File: config.mk
export PLATFORM = sky130hd
export DESIGN_NAME = ddr3_phy_top
export DESIGN_NICKNAME = d
export VERILOG_FILES = /design/src/hw/ddr3_pkg.sv /design/src/hw/ddr3_cmd_if.sv /design/src/hw/ddr3_seq_ctrl.sv /design/src/hw/ddr3_cmd_slots.sv /design/src/hw/ddr3_write_lane.sv /design/src/hw/ddr3_read_capture.sv /design/src/hw/ddr3_phy_top.sv
export VERILOG_INCLUDE_DIRS = /design/src /design/src/hw
export SDC_FILE = /design/constraint.sdc
export NUM_CORES = 1
export LEC_CHECK = 0
export BUFFER_PORTS_ARGS = -buffer_cell sky130_fd_sc_hd__buf_4
export CAP_MARGIN = 20
export CORE_AREA = 2 2 215 217
export CTS_CLUSTER_SIZE = 12
export DETAILED_ROUTE_END_ITERATION = 6
export DIE_AREA = 0 0 217 219
export SYNTH_ARGS = -nofsm -noshare
export SYNTH_HDL_FRONTEND = slang
export SYNTH_SLANG_ARGS = --single-unit
File: constraint.sdc
create_clock -name pclk -period 2.2 [get_ports pclk]
set_input_delay 0.44 -clock pclk [delete_from_list [all_inputs] [get_ports pclk]]
set_output_delay 0.44 -clock pclk [all_outputs]
set_load 0.1 [all_outputs]
File: src/hw/ddr3_settings.svh
// DDR3-800 sequencer constants
// Widths, timing in nCK and the shortened init waits in pclk ticks
`ifndef DDR3_SETTINGS_SVH
`define DDR3_SETTINGS_SVH

// Address split, {bank, row, column}
`define DDR3_ROW_W      13
`define DDR3_COL_W      10
`define DDR3_BANK_W     3
`define DDR3_ADDR_W     26
`define DDR3_DQ_W       16              // x16 part

// Quarter-rate slots and DQ beats per pclk
`define DDR3_SLOTS      4
`define DDR3_BEATS      8

// Timing in nCK at 2.5 ns
`define DDR3_RCD        6               // ACT to RD/WR
`define DDR3_CAS        6               // Read latency
`define DDR3_CWL        5               // Write latency
`define DDR3_RC         20              // ACT/REF to ACT/REF
`define DDR3_MRD        8               // MRS to MRS
`define DDR3_MOD        12              // MRS to other command
`define DDR3_SERDES     16              // Deserializer round trip

// Init waits, cut down for simulation
`define DDR3_RST_WAIT   1
`define DDR3_CKE_WAIT   19
`define DDR3_ZQ_WAIT    2
`define DDR3_CKE_AT     15              // Counter value where CKE goes high

`endif

File: src/hw/ddr3_pkg.sv
// DDR3 sequencer types
// Command codes, FSM states and the mode-register word
`include "ddr3_settings.svh"

package ddr3_pkg;

    // {RAS#, CAS#, WE#}
    typedef enum logic [2:0] {
        CMD_MRS  = 3'b000,
        CMD_REF  = 3'b001,
        CMD_PRE  = 3'b010,
        CMD_ACT  = 3'b011,
        CMD_WR   = 3'b100,
        CMD_RD   = 3'b101,
        CMD_ZQCL = 3'b110,
        CMD_NOP  = 3'b111
    } cmd_t;

    typedef enum logic [3:0] {
        RST_WAIT, CKE_WAIT, CONFIG, ZQCL, IDLE, READ, WRITE, REFRESH
    } state_t;

    // MRS word, built as raw bits and sent as BA/A
    typedef union packed {
        logic [`DDR3_BANK_W+`DDR3_ROW_W-1:0] raw;
        struct packed {
            logic [`DDR3_BANK_W-1:0] bank;
            logic [`DDR3_ROW_W-1:0]  addr;
        } f;
    } mr_word_t;

    localparam logic [3:0] M_CAS     = 4'b0100;    // CL 6
    localparam logic [2:0] M_CWL     = 3'b000;     // CWL 5
    localparam logic [2:0] M_WR      = 3'b010;     // tWR 6
    localparam logic [1:0] M_BL      = 2'b01;      // BC4/BL8 on the fly
    localparam logic       M_DLL_RST = 1'b1;
    localparam logic [1:0] M_RTT_WR  = 2'b01;      // Dynamic ODT 60 ohm
    localparam logic [2:0] M_RTT_NOM = 3'b000;     // Single rank, off

    localparam logic [15:0] MR0 = {3'b000, 1'b0, M_WR, M_DLL_RST, 1'b0, M_CAS[3:1],
                                   1'b0, M_CAS[0], M_BL};
    localparam logic [15:0] MR1 = {3'b001, 3'b000, M_RTT_NOM[2], 2'b00, M_RTT_NOM[1],
                                   1'b0, 2'b00, M_RTT_NOM[0], 1'b0, 1'b0};
    localparam logic [15:0] MR2 = {3'b010, 2'b00, M_RTT_WR, 3'b000, M_CWL, 3'b000};
    localparam logic [15:0] MR3 = {3'b011, 13'b0};

endpackage

File: src/hw/ddr3_cmd_if.sv
// Command request bus from the sequencer to the slot formatter
// One command per cycle, placed into its slot on the next edge
`include "ddr3_settings.svh"

interface ddr3_cmd_if;
    import ddr3_pkg::*;

    logic                         valid;
    cmd_t                         cmd;
    logic [$clog2(`DDR3_SLOTS)-1:0] slot;  // Quarter-cycle position
    logic [`DDR3_BANK_W-1:0]      bank;
    logic [`DDR3_ROW_W-1:0]       addr;   // Row, column or MRS payload
    logic                         ap;     // Forces A10
    logic                         bl8;    // Sets A12

    modport ctrl (
        output valid, cmd, slot, bank, addr, ap, bl8
    );

    modport slots (
        input valid, cmd, slot, bank, addr, ap, bl8
    );

endinterface

File: src/hw/ddr3_seq_ctrl.sv
// DDR3 sequencer FSM
// Runs power-up, MRS and ZQCL, then serves read, write and refresh
// Commands are requested one cycle ahead of the slot outputs
`include "ddr3_settings.svh"

module ddr3_seq_ctrl (
    input  logic                    pclk,
    input  logic                    rst_lock_n,
    input  logic                    rd,
    input  logic                    wr,
    input  logic                    refresh,
    input  logic [`DDR3_ADDR_W-1:0] addr,
    ddr3_cmd_if.ctrl                cmd,
    output logic                    wr_beat0,
    output logic                    wr_beat1,
    output logic                    rd_issue,
    output logic                    rd_done,
    output logic                    busy,
    output logic                    data_ready,
    output logic                    ddr_reset_n,
    output logic                    ddr_cke
);
    import ddr3_pkg::*;

    // Config schedule, MRS spaced by tMRD, ZQCL after tMOD
    localparam logic [4:0] MR3_AT  = 5'(`DDR3_MRD / 4);
    localparam logic [4:0] MR1_AT  = 5'(`DDR3_MRD / 2);
    localparam logic [4:0] MR0_AT  = 5'(`DDR3_MRD * 3 / 4);
    localparam logic [4:0] ZQ_AT   = 5'(`DDR3_MRD * 3 / 4 + `DDR3_MOD / 4 + 2);
    // Operation schedule, cycle 1 is the first cycle after ACT request
    localparam logic [4:0] CS_AT   = 5'(`DDR3_RCD / 4);
    localparam int         CS_SLOT = `DDR3_RCD % 4;
    localparam logic [4:0] BEAT_AT = 5'((`DDR3_RCD + `DDR3_CWL) / 4);
    localparam logic [4:0] DONE_AT = 5'((`DDR3_RCD + `DDR3_CAS + `DDR3_SERDES) / 4 + 1);
    localparam logic [4:0] WR_END  = BEAT_AT + 5'd3;   // Beats plus write recovery
    localparam logic [4:0] REF_END = 5'(`DDR3_RC / 4);

    state_t                  state;
    logic [4:0]              cycle;       // Step within a schedule, saturates
    logic                    tick;        // Pulse when tick_cnt runs out
    logic [4:0]              tick_cnt;
    logic [`DDR3_BANK_W-1:0] bank;
    logic [`DDR3_ROW_W-1:0]  row;
    logic [`DDR3_COL_W-1:0]  col;
    mr_word_t                mr_word;

    assign {bank, row, col} = addr;

    always_ff @(posedge pclk) begin
        if (!rst_lock_n) begin
            state       <= RST_WAIT;
            cycle       <= '0;
            tick        <= 1'b0;
            tick_cnt    <= 5'(`DDR3_RST_WAIT);
            busy        <= 1'b1;
            data_ready  <= 1'b0;
            ddr_reset_n <= 1'b0;
            ddr_cke     <= 1'b0;
        end else begin
            cycle    <= (cycle == 5'd31) ? cycle : cycle + 5'd1;
            tick     <= (tick_cnt == 5'd1);
            tick_cnt <= (tick_cnt == '0) ? '0 : tick_cnt - 5'd1;
            case (state)
                RST_WAIT: if (tick) begin
                    ddr_reset_n <= 1'b1;                 // Release RESET#
                    tick_cnt    <= 5'(`DDR3_CKE_WAIT);
                    state       <= CKE_WAIT;
                end
                CKE_WAIT: begin
                    if (tick_cnt == 5'(`DDR3_CKE_AT))
                        ddr_cke <= 1'b1;                 // Leaves tXPR before first MRS
                    if (tick) begin
                        state <= CONFIG;
                        cycle <= '0;
                    end
                end
                CONFIG: if (cycle == ZQ_AT) begin
                    tick_cnt <= 5'(`DDR3_ZQ_WAIT);       // tZQinit
                    state    <= ZQCL;
                end
                ZQCL: if (tick) begin
                    busy  <= 1'b0;
                    state <= IDLE;
                end
                IDLE: if (rd || wr || refresh) begin
                    // rd wins over wr, wr over refresh
                    state <= rd ? READ : (wr ? WRITE : REFRESH);
                    cycle <= 5'd1;
                    busy  <= 1'b1;
                end
                READ: begin
                    if (cycle == DONE_AT)
                        data_ready <= 1'b1;
                    if (cycle == DONE_AT + 5'd1) begin
                        data_ready <= 1'b0;
                        busy       <= 1'b0;
                        state      <= IDLE;
                    end
                end
                WRITE: if (cycle == WR_END) begin
                    busy  <= 1'b0;
                    state <= IDLE;
                end
                REFRESH: if (cycle == REF_END) begin    // tRC
                    busy  <= 1'b0;
                    state <= IDLE;
                end
                default: state <= RST_WAIT;
            endcase
        end
    end

    // Command request for the next cycle's slots
    always_comb begin
        cmd.valid   = 1'b0;
        cmd.cmd     = CMD_NOP;
        cmd.slot    = '0;
        cmd.bank    = '0;
        cmd.addr    = '0;
        cmd.ap      = 1'b0;
        cmd.bl8     = 1'b0;
        mr_word.raw = '0;
        case (state)
            CONFIG: begin
                cmd.valid = 1'b1;
                cmd.cmd   = CMD_MRS;
                case (cycle)
                    5'd0:    mr_word.raw = MR2;
                    MR3_AT:  mr_word.raw = MR3;
                    MR1_AT:  mr_word.raw = MR1;
                    MR0_AT:  mr_word.raw = MR0;
                    ZQ_AT: begin
                        cmd.cmd = CMD_ZQCL;
                        cmd.ap  = 1'b1;                  // A10 high, long calibration
                    end
                    default: cmd.valid = 1'b0;
                endcase
                cmd.bank = mr_word.f.bank;
                cmd.addr = mr_word.f.addr;
            end
            IDLE: begin
                cmd.valid = rd || wr || refresh;
                cmd.cmd   = (rd || wr) ? CMD_ACT : CMD_REF;  // REF needs no address
                if (rd || wr) begin
                    cmd.bank = bank;
                    cmd.addr = row;
                end
            end
            READ, WRITE: if (cycle == CS_AT) begin
                cmd.valid = 1'b1;
                cmd.cmd   = (state == READ) ? CMD_RD : CMD_WR;
                cmd.slot  = CS_SLOT[1:0];                // RCD lands mid-cycle
                cmd.bank  = bank;
                cmd.addr[`DDR3_COL_W-1:0] = col;
                cmd.ap    = 1'b1;                        // Auto precharge, no PRE needed
                cmd.bl8   = (state == READ);             // BL8 read, BC4 write
            end
            default: ;
        endcase
    end

    // Strobes for the data lanes
    assign wr_beat0 = (state == WRITE) && (cycle == BEAT_AT);
    assign wr_beat1 = (state == WRITE) && (cycle == BEAT_AT + 5'd1);
    assign rd_issue = (state == IDLE) && rd;
    assign rd_done  = (state == READ) && (cycle == DONE_AT);   // Loads the data_ready cycle

endmodule

File: src/hw/ddr3_cmd_slots.sv
// Quarter-rate command slot register
// Four RAS#/CAS#/WE#, A and BA slots per pclk, NOP unless requested
`include "ddr3_settings.svh"

module ddr3_cmd_slots (
    input  logic                                pclk,
    input  logic                                rst_lock_n,
    ddr3_cmd_if.slots                           cmd,
    output logic [`DDR3_SLOTS-1:0]              ddr_ras_n,
    output logic [`DDR3_SLOTS-1:0]              ddr_cas_n,
    output logic [`DDR3_SLOTS-1:0]              ddr_we_n,
    output logic [`DDR3_SLOTS*`DDR3_ROW_W-1:0]  ddr_a,
    output logic [`DDR3_SLOTS*`DDR3_BANK_W-1:0] ddr_ba
);
    import ddr3_pkg::*;

    logic [`DDR3_ROW_W-1:0] a_word;

    // A10 is auto precharge, A12 is BL8 on the fly
    always_comb begin
        a_word     = cmd.addr;
        a_word[10] = cmd.addr[10] | cmd.ap;
        a_word[12] = cmd.addr[12] | cmd.bl8;
    end

    always_ff @(posedge pclk) begin
        for (int i = 0; i < `DDR3_SLOTS; i++) begin
            {ddr_ras_n[i], ddr_cas_n[i], ddr_we_n[i]} <= CMD_NOP;
        end
        ddr_a  <= '0;
        ddr_ba <= '0;
        if (rst_lock_n && cmd.valid) begin
            {ddr_ras_n[cmd.slot], ddr_cas_n[cmd.slot], ddr_we_n[cmd.slot]} <= cmd.cmd;
            ddr_a[cmd.slot*`DDR3_ROW_W +: `DDR3_ROW_W]   <= a_word;
            ddr_ba[cmd.slot*`DDR3_BANK_W +: `DDR3_BANK_W] <= cmd.bank;
        end
    end

endmodule

File: src/hw/ddr3_write_lane.sv
// BC4 write lane formatter
// Builds DQ, DQS, DM and output enables over two pclk cycles
// Beat 0 sits in the top bits of each vector
`include "ddr3_settings.svh"

module ddr3_write_lane (
    input  logic                                 pclk,
    input  logic                                 rst_lock_n,
    input  logic                                 wr_beat0,
    input  logic                                 wr_beat1,
    input  logic [`DDR3_DQ_W-1:0]                din,
    input  logic [1:0]                           word_sel,
    output logic [`DDR3_BEATS*`DDR3_DQ_W-1:0]    dq_out,
    output logic [`DDR3_BEATS/2-1:0]             dq_oen,
    output logic [`DDR3_BEATS-1:0]               dqs_out,
    output logic [`DDR3_BEATS/2-1:0]             dqs_oen,
    output logic [`DDR3_BEATS-1:0]               dm_out
);

    // Strobes, enables and mask
    always_ff @(posedge pclk) begin
        if (!rst_lock_n) begin
            dqs_out <= '0;
            dqs_oen <= '1;                     // All pads off
            dq_oen  <= '1;
            dm_out  <= '1;
        end else begin
            dqs_out <= '0;
            dqs_oen <= '1;
            dq_oen  <= '1;
            dm_out  <= '1;
            if (wr_beat0) begin
                dqs_out   <= 8'b1111_1110;     // Preamble low on beat 7
                dqs_oen   <= 4'b1110;          // Last beat pair on
                dq_oen    <= 4'b1110;
                dm_out[0] <= (word_sel != 2'd0);
            end else if (wr_beat1) begin
                dqs_out   <= 8'b1010_0000;     // Two strobe toggles then idle
                dqs_oen   <= 4'b0011;
                dq_oen    <= 4'b0011;
                dm_out[7] <= (word_sel != 2'd1);
                dm_out[6] <= (word_sel != 2'd2);
                dm_out[5] <= (word_sel != 2'd3);
            end
        end
    end

    // Data beats, din copied to each of the four BC4 words
    always_ff @(posedge pclk) begin
        dq_out <= '0;
        if (wr_beat0)
            dq_out[`DDR3_DQ_W-1:0] <= din;                      // Beat 7
        else if (wr_beat1)
            dq_out[`DDR3_BEATS*`DDR3_DQ_W-1 -: 3*`DDR3_DQ_W] <= {3{din}};  // Beats 0 to 2
    end

endmodule

File: src/hw/ddr3_read_capture.sv
// Read burst capture
// Latches the column word index at issue, loads the burst with data_ready
`include "ddr3_settings.svh"

module ddr3_read_capture (
    input  logic                              pclk,
    input  logic                              rst_lock_n,
    input  logic                              rd_issue,
    input  logic                              rd_done,
    input  logic [2:0]                        word_sel,
    input  logic [`DDR3_BEATS*`DDR3_DQ_W-1:0] dq_beats,
    output logic [`DDR3_DQ_W-1:0]             dout,
    output logic [`DDR3_BEATS*`DDR3_DQ_W-1:0] dout128
);

    logic [2:0] sel_q;        // Word within the BL8 burst
    logic [6:0] base;         // Bit offset of the selected beat

    // Beat 0 in the top bits, so beat n starts at (7-n)*16
    assign base = {~sel_q, 4'b0000};

    always_ff @(posedge pclk) begin
        if (!rst_lock_n) begin
            sel_q   <= '0;
            dout    <= '0;
            dout128 <= '0;
        end else begin
            if (rd_issue)
                sel_q <= word_sel;
            if (rd_done) begin                   // Valid with data_ready
                dout128 <= dq_beats;
                dout    <= dq_beats[base +: `DDR3_DQ_W];
            end
        end
    end

endmodule

File: src/hw/ddr3_phy_top.sv
// DDR3-800 quarter-rate PHY controller top
// Sequencer, slot formatter and data lanes with parallel beat vectors
`include "ddr3_settings.svh"

module ddr3_phy_top (
    input  logic                                 pclk,
    input  logic                                 rst_lock_n,
    input  logic                                 rd,
    input  logic                                 wr,
    input  logic                                 refresh,
    input  logic [`DDR3_ADDR_W-1:0]              addr,
    input  logic [`DDR3_DQ_W-1:0]                din,
    input  logic [`DDR3_BEATS*`DDR3_DQ_W-1:0]    dq_beats,    // Deserialized read burst
    output logic                                 busy,
    output logic                                 data_ready,
    output logic [`DDR3_DQ_W-1:0]                dout,
    output logic [`DDR3_BEATS*`DDR3_DQ_W-1:0]    dout128,
    output logic                                 ddr_reset_n,
    output logic                                 ddr_cke,
    output logic [`DDR3_SLOTS-1:0]               ddr_ras_n,
    output logic [`DDR3_SLOTS-1:0]               ddr_cas_n,
    output logic [`DDR3_SLOTS-1:0]               ddr_we_n,
    output logic [`DDR3_SLOTS*`DDR3_ROW_W-1:0]   ddr_a,
    output logic [`DDR3_SLOTS*`DDR3_BANK_W-1:0]  ddr_ba,
    output logic [`DDR3_BEATS*`DDR3_DQ_W-1:0]    dq_out,
    output logic [`DDR3_BEATS/2-1:0]             dq_oen,
    output logic [`DDR3_BEATS-1:0]               dqs_out,
    output logic [`DDR3_BEATS/2-1:0]             dqs_oen,
    output logic [`DDR3_BEATS-1:0]               dm_out
);

    logic wr_beat0;
    logic wr_beat1;
    logic rd_issue;
    logic rd_done;

    ddr3_cmd_if cmd_bus ();

    ddr3_seq_ctrl u_seq_ctrl (
        .pclk        (pclk),
        .rst_lock_n  (rst_lock_n),
        .rd          (rd),
        .wr          (wr),
        .refresh     (refresh),
        .addr        (addr),
        .cmd         (cmd_bus.ctrl),
        .wr_beat0    (wr_beat0),
        .wr_beat1    (wr_beat1),
        .rd_issue    (rd_issue),
        .rd_done     (rd_done),
        .busy        (busy),
        .data_ready  (data_ready),
        .ddr_reset_n (ddr_reset_n),
        .ddr_cke     (ddr_cke)
    );

    ddr3_cmd_slots u_cmd_slots (
        .pclk       (pclk),
        .rst_lock_n (rst_lock_n),
        .cmd        (cmd_bus.slots),
        .ddr_ras_n  (ddr_ras_n),
        .ddr_cas_n  (ddr_cas_n),
        .ddr_we_n   (ddr_we_n),
        .ddr_a      (ddr_a),
        .ddr_ba     (ddr_ba)
    );

    // BC4 word mask from the low column bits
    ddr3_write_lane u_write_lane (
        .pclk       (pclk),
        .rst_lock_n (rst_lock_n),
        .wr_beat0   (wr_beat0),
        .wr_beat1   (wr_beat1),
        .din        (din),
        .word_sel   (addr[1:0]),
        .dq_out     (dq_out),
        .dq_oen     (dq_oen),
        .dqs_out    (dqs_out),
        .dqs_oen    (dqs_oen),
        .dm_out     (dm_out)
    );

    ddr3_read_capture u_read_capture (
        .pclk       (pclk),
        .rst_lock_n (rst_lock_n),
        .rd_issue   (rd_issue),
        .rd_done    (rd_done),
        .word_sel   (addr[2:0]),      // Word within the BL8 burst
        .dq_beats   (dq_beats),
        .dout       (dout),
        .dout128    (dout128)
    );

endmodule

# Yosys cells after proc, flatten, opt, wreduce, memory -nomap -nowiden
# Cells that the tools add are included.
# classes
n_eq_ne	29
mul	2
muxes	53
shift	5
n_reduce_logical	26
bitwise_logic	11
add_sub_neg	4
magnitude_cmp	2
# ops
op	n
indexed part select 128 x 8 -> 16 bit	1
case mux 15 bit (4 select lines)	1
bitwise AND 52 bit	1
variable shift 13 x 34 -> 52 bit, first input constant	1
indexed part select 13 x 34 -> 52 bit	1
two-way mux 4 bit	9
negator 4 -> 34 bit	1
negator 6 -> 34 bit	1
variable shift 3 x 34 -> 12 bit, first input constant	1
indexed part select 3 x 34 -> 12 bit	1
two-way mux 5 bit	6
case mux 10 bit (3 select lines)	1
case mux 4 bit (7 select lines)	1
== test 5 x 4 -> 1 bit, second input constant	4
case mux 5 bit (2 select lines)	2
case mux 3 bit (3 select lines)	2
== test 4 x 3 -> 1 bit, second input constant	4
two-way mux 8 bit	2
inequality test 2 x 1 -> 1 bit, second input constant	8
== test 5 x 3 -> 1 bit, second input constant	3
two-way mux 1 bit	15
two-way mux 13 bit	1
bitwise AND 12 bit	1
two-way mux 3 bit	4
36 further kinds	60
# word_totals
output_inout_bits	376
register_bits	326
elab_cells	157

# Logic depth before layout (Yosys ltp)
# depth
word_depth	9
mapped_depth	8

# Modules after synthesis
# Synthesis repeated with hierarchy kept, for this count alone.
# unflattened
cells_unflattened	1161
area_unflattened_um2	12131.6
# by_module_without_submodules
mod	n_inst	cells_per_inst	area_per_inst_um2
ddr3_read_capture	1	588	6463.7
ddr3_cmd_slots	1	206	2368.5
ddr3_write_lane	1	199	1929.4
ddr3_seq_ctrl	1	168	1370.1

# Worst setup path after synthesis
# No wires, ideal clock.
# synth_path
path_type	reg-to-output
startpoint	register u_write_lane.dqs_out[6] (netlist name)
endpoint	output port dqs_out[2]
setup_slack_ns	0.350
arrival_time_ns	1.410
path_stages_with_launch	2
n_path_buf	1
path_cell_list	dfxtp_1 -> buf_4
# synth_rtl
element	line	source
end: declaration	ddr3_phy_top.sv:27	output logic [`DDR3_BEATS-1:0] dqs_out,

==> metrics.md <==
| Metric | Value |
|---|---|
| RR Endpoint | `u_read_capture.dout128[7]` |
| Seq/Total Area, Yosys | `0.465` |
| Routed wire length | `40,700 µm` |
| GRT Util Overall | `0.162` |
| Commonest non-fill, non-tap cell in the layout | `buf_4` |
| Crit path largest cell delay | `0.50 ns` |
| TNS Setup | `0 ns` |
| Layout area overhead | `40.8%` |
| Hold Crit Endpoint | `u_write_lane.dq_out[8]` |
| Boundary pin count | `551` |
| H-tree depth | `1` |
| Worst hold path type | `in2reg` |
| Unrepaired setup endpoints after global routing | `false` |
| TritonCTS Buffers | `28` |
| Synthesized area per cell | `9.04 µm²` |
| GR Overflow Total | `0` |
| Largest net degree at the start of global routing | `60` |
| Fill count | `4,742` |
| Clk root buf | `clkbuf_16` |
| Mapped cell area | `0.0105 mm²` |
| Post-synth top flop | `dfxtp_1` |
| Max-Cap Viols | `0` |
| Detailed-router iteration count before antenna repair | `5` |
| FMAX | `537 MHz` |
| Vias in the first global route | `8,775` |
| Least-Margin Pin Slew | `0.603 ns` |
| Worst R2R Path Depth | `7` |
| Clock Latency Late Sink | `0.57 ns` |
| Register Area | `0.00487 mm²` |
| Dpl cell area | `0.0138 mm²` |
| CTS Hold Bufs | `0` |
| Reg-to-reg startpoint | `u_seq_ctrl.state[1]` |
| FF-to-FF setup slack | `0.38 ns` |
| WL per Instance | `18.8 µm` |
| Nature of the critical path startpoint | `register` |
| Hold Path Stages | `2` |
| Post-Route Utilization | `0.327` |
| CTS tree | `yes` |
| Clock-pin slew on the worst setup and hold paths | `0.06 ns` |
| Remaining antenna violation count | `0` |
| Run status | `completed` |
| First-pass GRT wire length | `57,300 µm` |
| Crit path DAT | `1.42 ns` |
| Most frequent cells in the layout | `465 x buf_4, 266 x nand2_1, 241 x dfxtp_1` |
| Initial DRC count | `497` |
| Setup WS pre-CTS | `0.381 ns` |
| Die height | `219 µm` |
| Hold Fails Final Rpt | `0` |
| FF+latch count, synth | `243` |
| Clock sink count | `243` |
| IO Port Bufs | `441` |
| Async SR Flop Fraction | `0` |
| Die Span X | `217 µm` |
| Fin. max-slew vios | `0` |
| Min-delay src | `din[8]` |
| CP Data Required Time | `1.76 ns` |
| Total core area | `0.0451 mm²` |
| Yosys warns | `0` |
| CP Max Fanout | `5` |
| Cell family with most CP delay | `flip-flops` |
| Initial Utilization | `0.232` |
| Nets | `1,729` |
| Post-synth EDFFs | `0` |
| Clock period minus worst slack | `1.86 ns` |
| Total power per unit cell area | `791 mW/mm²` |
| Headroom to the max-slew limit | `0.598` |
| Leak pwr | `6.32 nW` |
| CP max stage cell | `dfxtp_1` |
| Crit path cell chain | `buf_4` |
| Max rail drop VDD | `0.000584 V` |
| Share of cells above drive strength 1 | `0.361` |
| Mapped Cells | `1,158` |
| # DRC | `0` |
| Setup bufs post-CTS | `0` |
| Std-Cell Rows | `78` |
| Cell area after layout | `0.0147 mm²` |
| CTS resizes | `0` |
| Finish-stage setup viols | `0` |
| DIE AREA | `0.0475 mm²` |
| Clk_skew | `0.0142 ns` |
| Fin crit share | `0.847` |
| Vias | `9,102` |
| Final HPWL DP | `32,400 µm` |
| Total power | `0.0117 W` |
| Initial antenna violation count | `1` |
| GP Congestion | `0.839` |
| Routed vias/inst | `4.20` |
| Setup WS post-layout | `0.336 ns` |
| Area of the multi-input gates | `0.00446 mm²` |
| Crit Path Class | `reg2out` |
| Cell variety after synth | `58` |
| CTS max path bufs | `3` |
| Buf+Inv Stages, Crit Path | `1` |
| Critical path capture point type | `primary output` |
## synth_stat cells (4+ instances only)
| cell | n | area [µm²] |
|---|---|---|
| buf_2 | 25 | 125 |
| nor3_1 | 7 | 35.0 |
| nand2_1 | 266 | 998 |
| ha_1 | 8 | 100 |
| a21oi_1 | 166 | 831 |
| and3_1 | 12 | 75.1 |
| and2_1 | 40 | 250 |
| nand4_1 | 4 | 25.0 |
| nor2_1 | 30 | 113 |
| nand2b_1 | 4 | 25.0 |
| mux4_2 | 32 | 721 |
| a31oi_1 | 4 | 25.0 |
| clkbuf_1 | 35 | 131 |
| buf_4 | 152 | 1140 |
| mux2i_1 | 22 | 220 |
| o21a_1 | 8 | 60.1 |
| buf_1 | 4 | 15.0 |
| o21ai_0 | 22 | 110 |
| dfxtp_1 | 243 | 4860 |
| inv_1 | 9 | 33.8 |
| buf_6 | 9 | 101 |
## kinds of logic (layout without fill, tap and decap cells)
group | after synthesis | after routing | share of synthesized area
simple gates | 390 | 390 | 0.169
buf+inv | 238 | 538 | 0.149
mux | 54 | 54 | 0.0899
fa+ha+maj | 8 | 8 | 0.00956
other cells | 2 | 112 | 0.000717
xor+xnor | 5 | 5 | 0.00418
flops | 243 | 243 | 0.465
compound gates | 218 | 218 | 0.113
## worst register-to-register path, cell delays in order (launching register included)
cell	delay [ns]
dfxtp_1	0.40
buf_4	0.22
nor2b_4	0.21
and4_4	0.31
buf_12	0.17
buf_12	0.21
nand2_1	0.10
a21oi_1	0.14
## metrics by stage
stage	hold slack, ns	cells
finish	0.0745	2168
CTS	0.0350	2167
detailed placement	0.447	2116
floorplan	0.510	1267
global placement	0.443	2116
global route	0.0501	2167
## routing by layer
metal	wire, µm	global-route usage
met5	0	0
met4	1030	0.0420
met3	3380	0.0477
met2	20900	0.299
met1	15300	0.182
## worst max-delay path by stage
stage | from | endpoint | slack (ns) | cells after the start
after floorplan | u_write_lane.dqs_out[6] | dqs_out[2] | 0.35 | 1
after global placement | u_seq_ctrl.state[1] | u_read_capture.dout128[1] | 0.41 | 7
after detailed placement | u_seq_ctrl.cycle[0] | u_read_capture.dout128[17] | 0.38 | 7
after CTS | u_read_capture.dout[0] | dout[0] | 0.27 | 1
after global routing | u_seq_ctrl.cycle[0] | u_read_capture.dout128[41] | 0.19 | 7
final | u_write_lane.dqs_out[6] | dqs_out[4] | 0.34 | 1
## state kept, by name, summed over array words and instances, names as in the netlist, 3 cells and up
register and flops:
u_write_lane.dm_out 4, u_read_capture.sel_q 3, u_seq_ctrl.tick_cnt 5, u_seq_ctrl.cycle 5, u_cmd_slots.ddr_a 26, u_cmd_slots.ddr_ba 6, u_read_capture.dout128 128, u_read_capture.dout 16
u_seq_ctrl.state 3, u_write_lane.dq_out 32
## final cells by class
type / count / area share
flip-flops and latches: 243 / 0.330
multi-input cells: 786 / 0.302
repair buffers: 476 / 0.252
clock buffers: 41 / 0.0535
well taps: 600 / 0.0509
clock inverters: 10 / 0.00832
inverters: 11 / 0.00297
diodes: 1 / 0.000170
## report_power, final
group | switching [W] | total, W | internal (W)
Sequential | 0.000131 | 0.00464 | 0.00451
Clock | 0.00196 | 0.00468 | 0.00273
Combinational | 0.00169 | 0.00234 | 0.000648
Power figures use the tool's default switching activity.
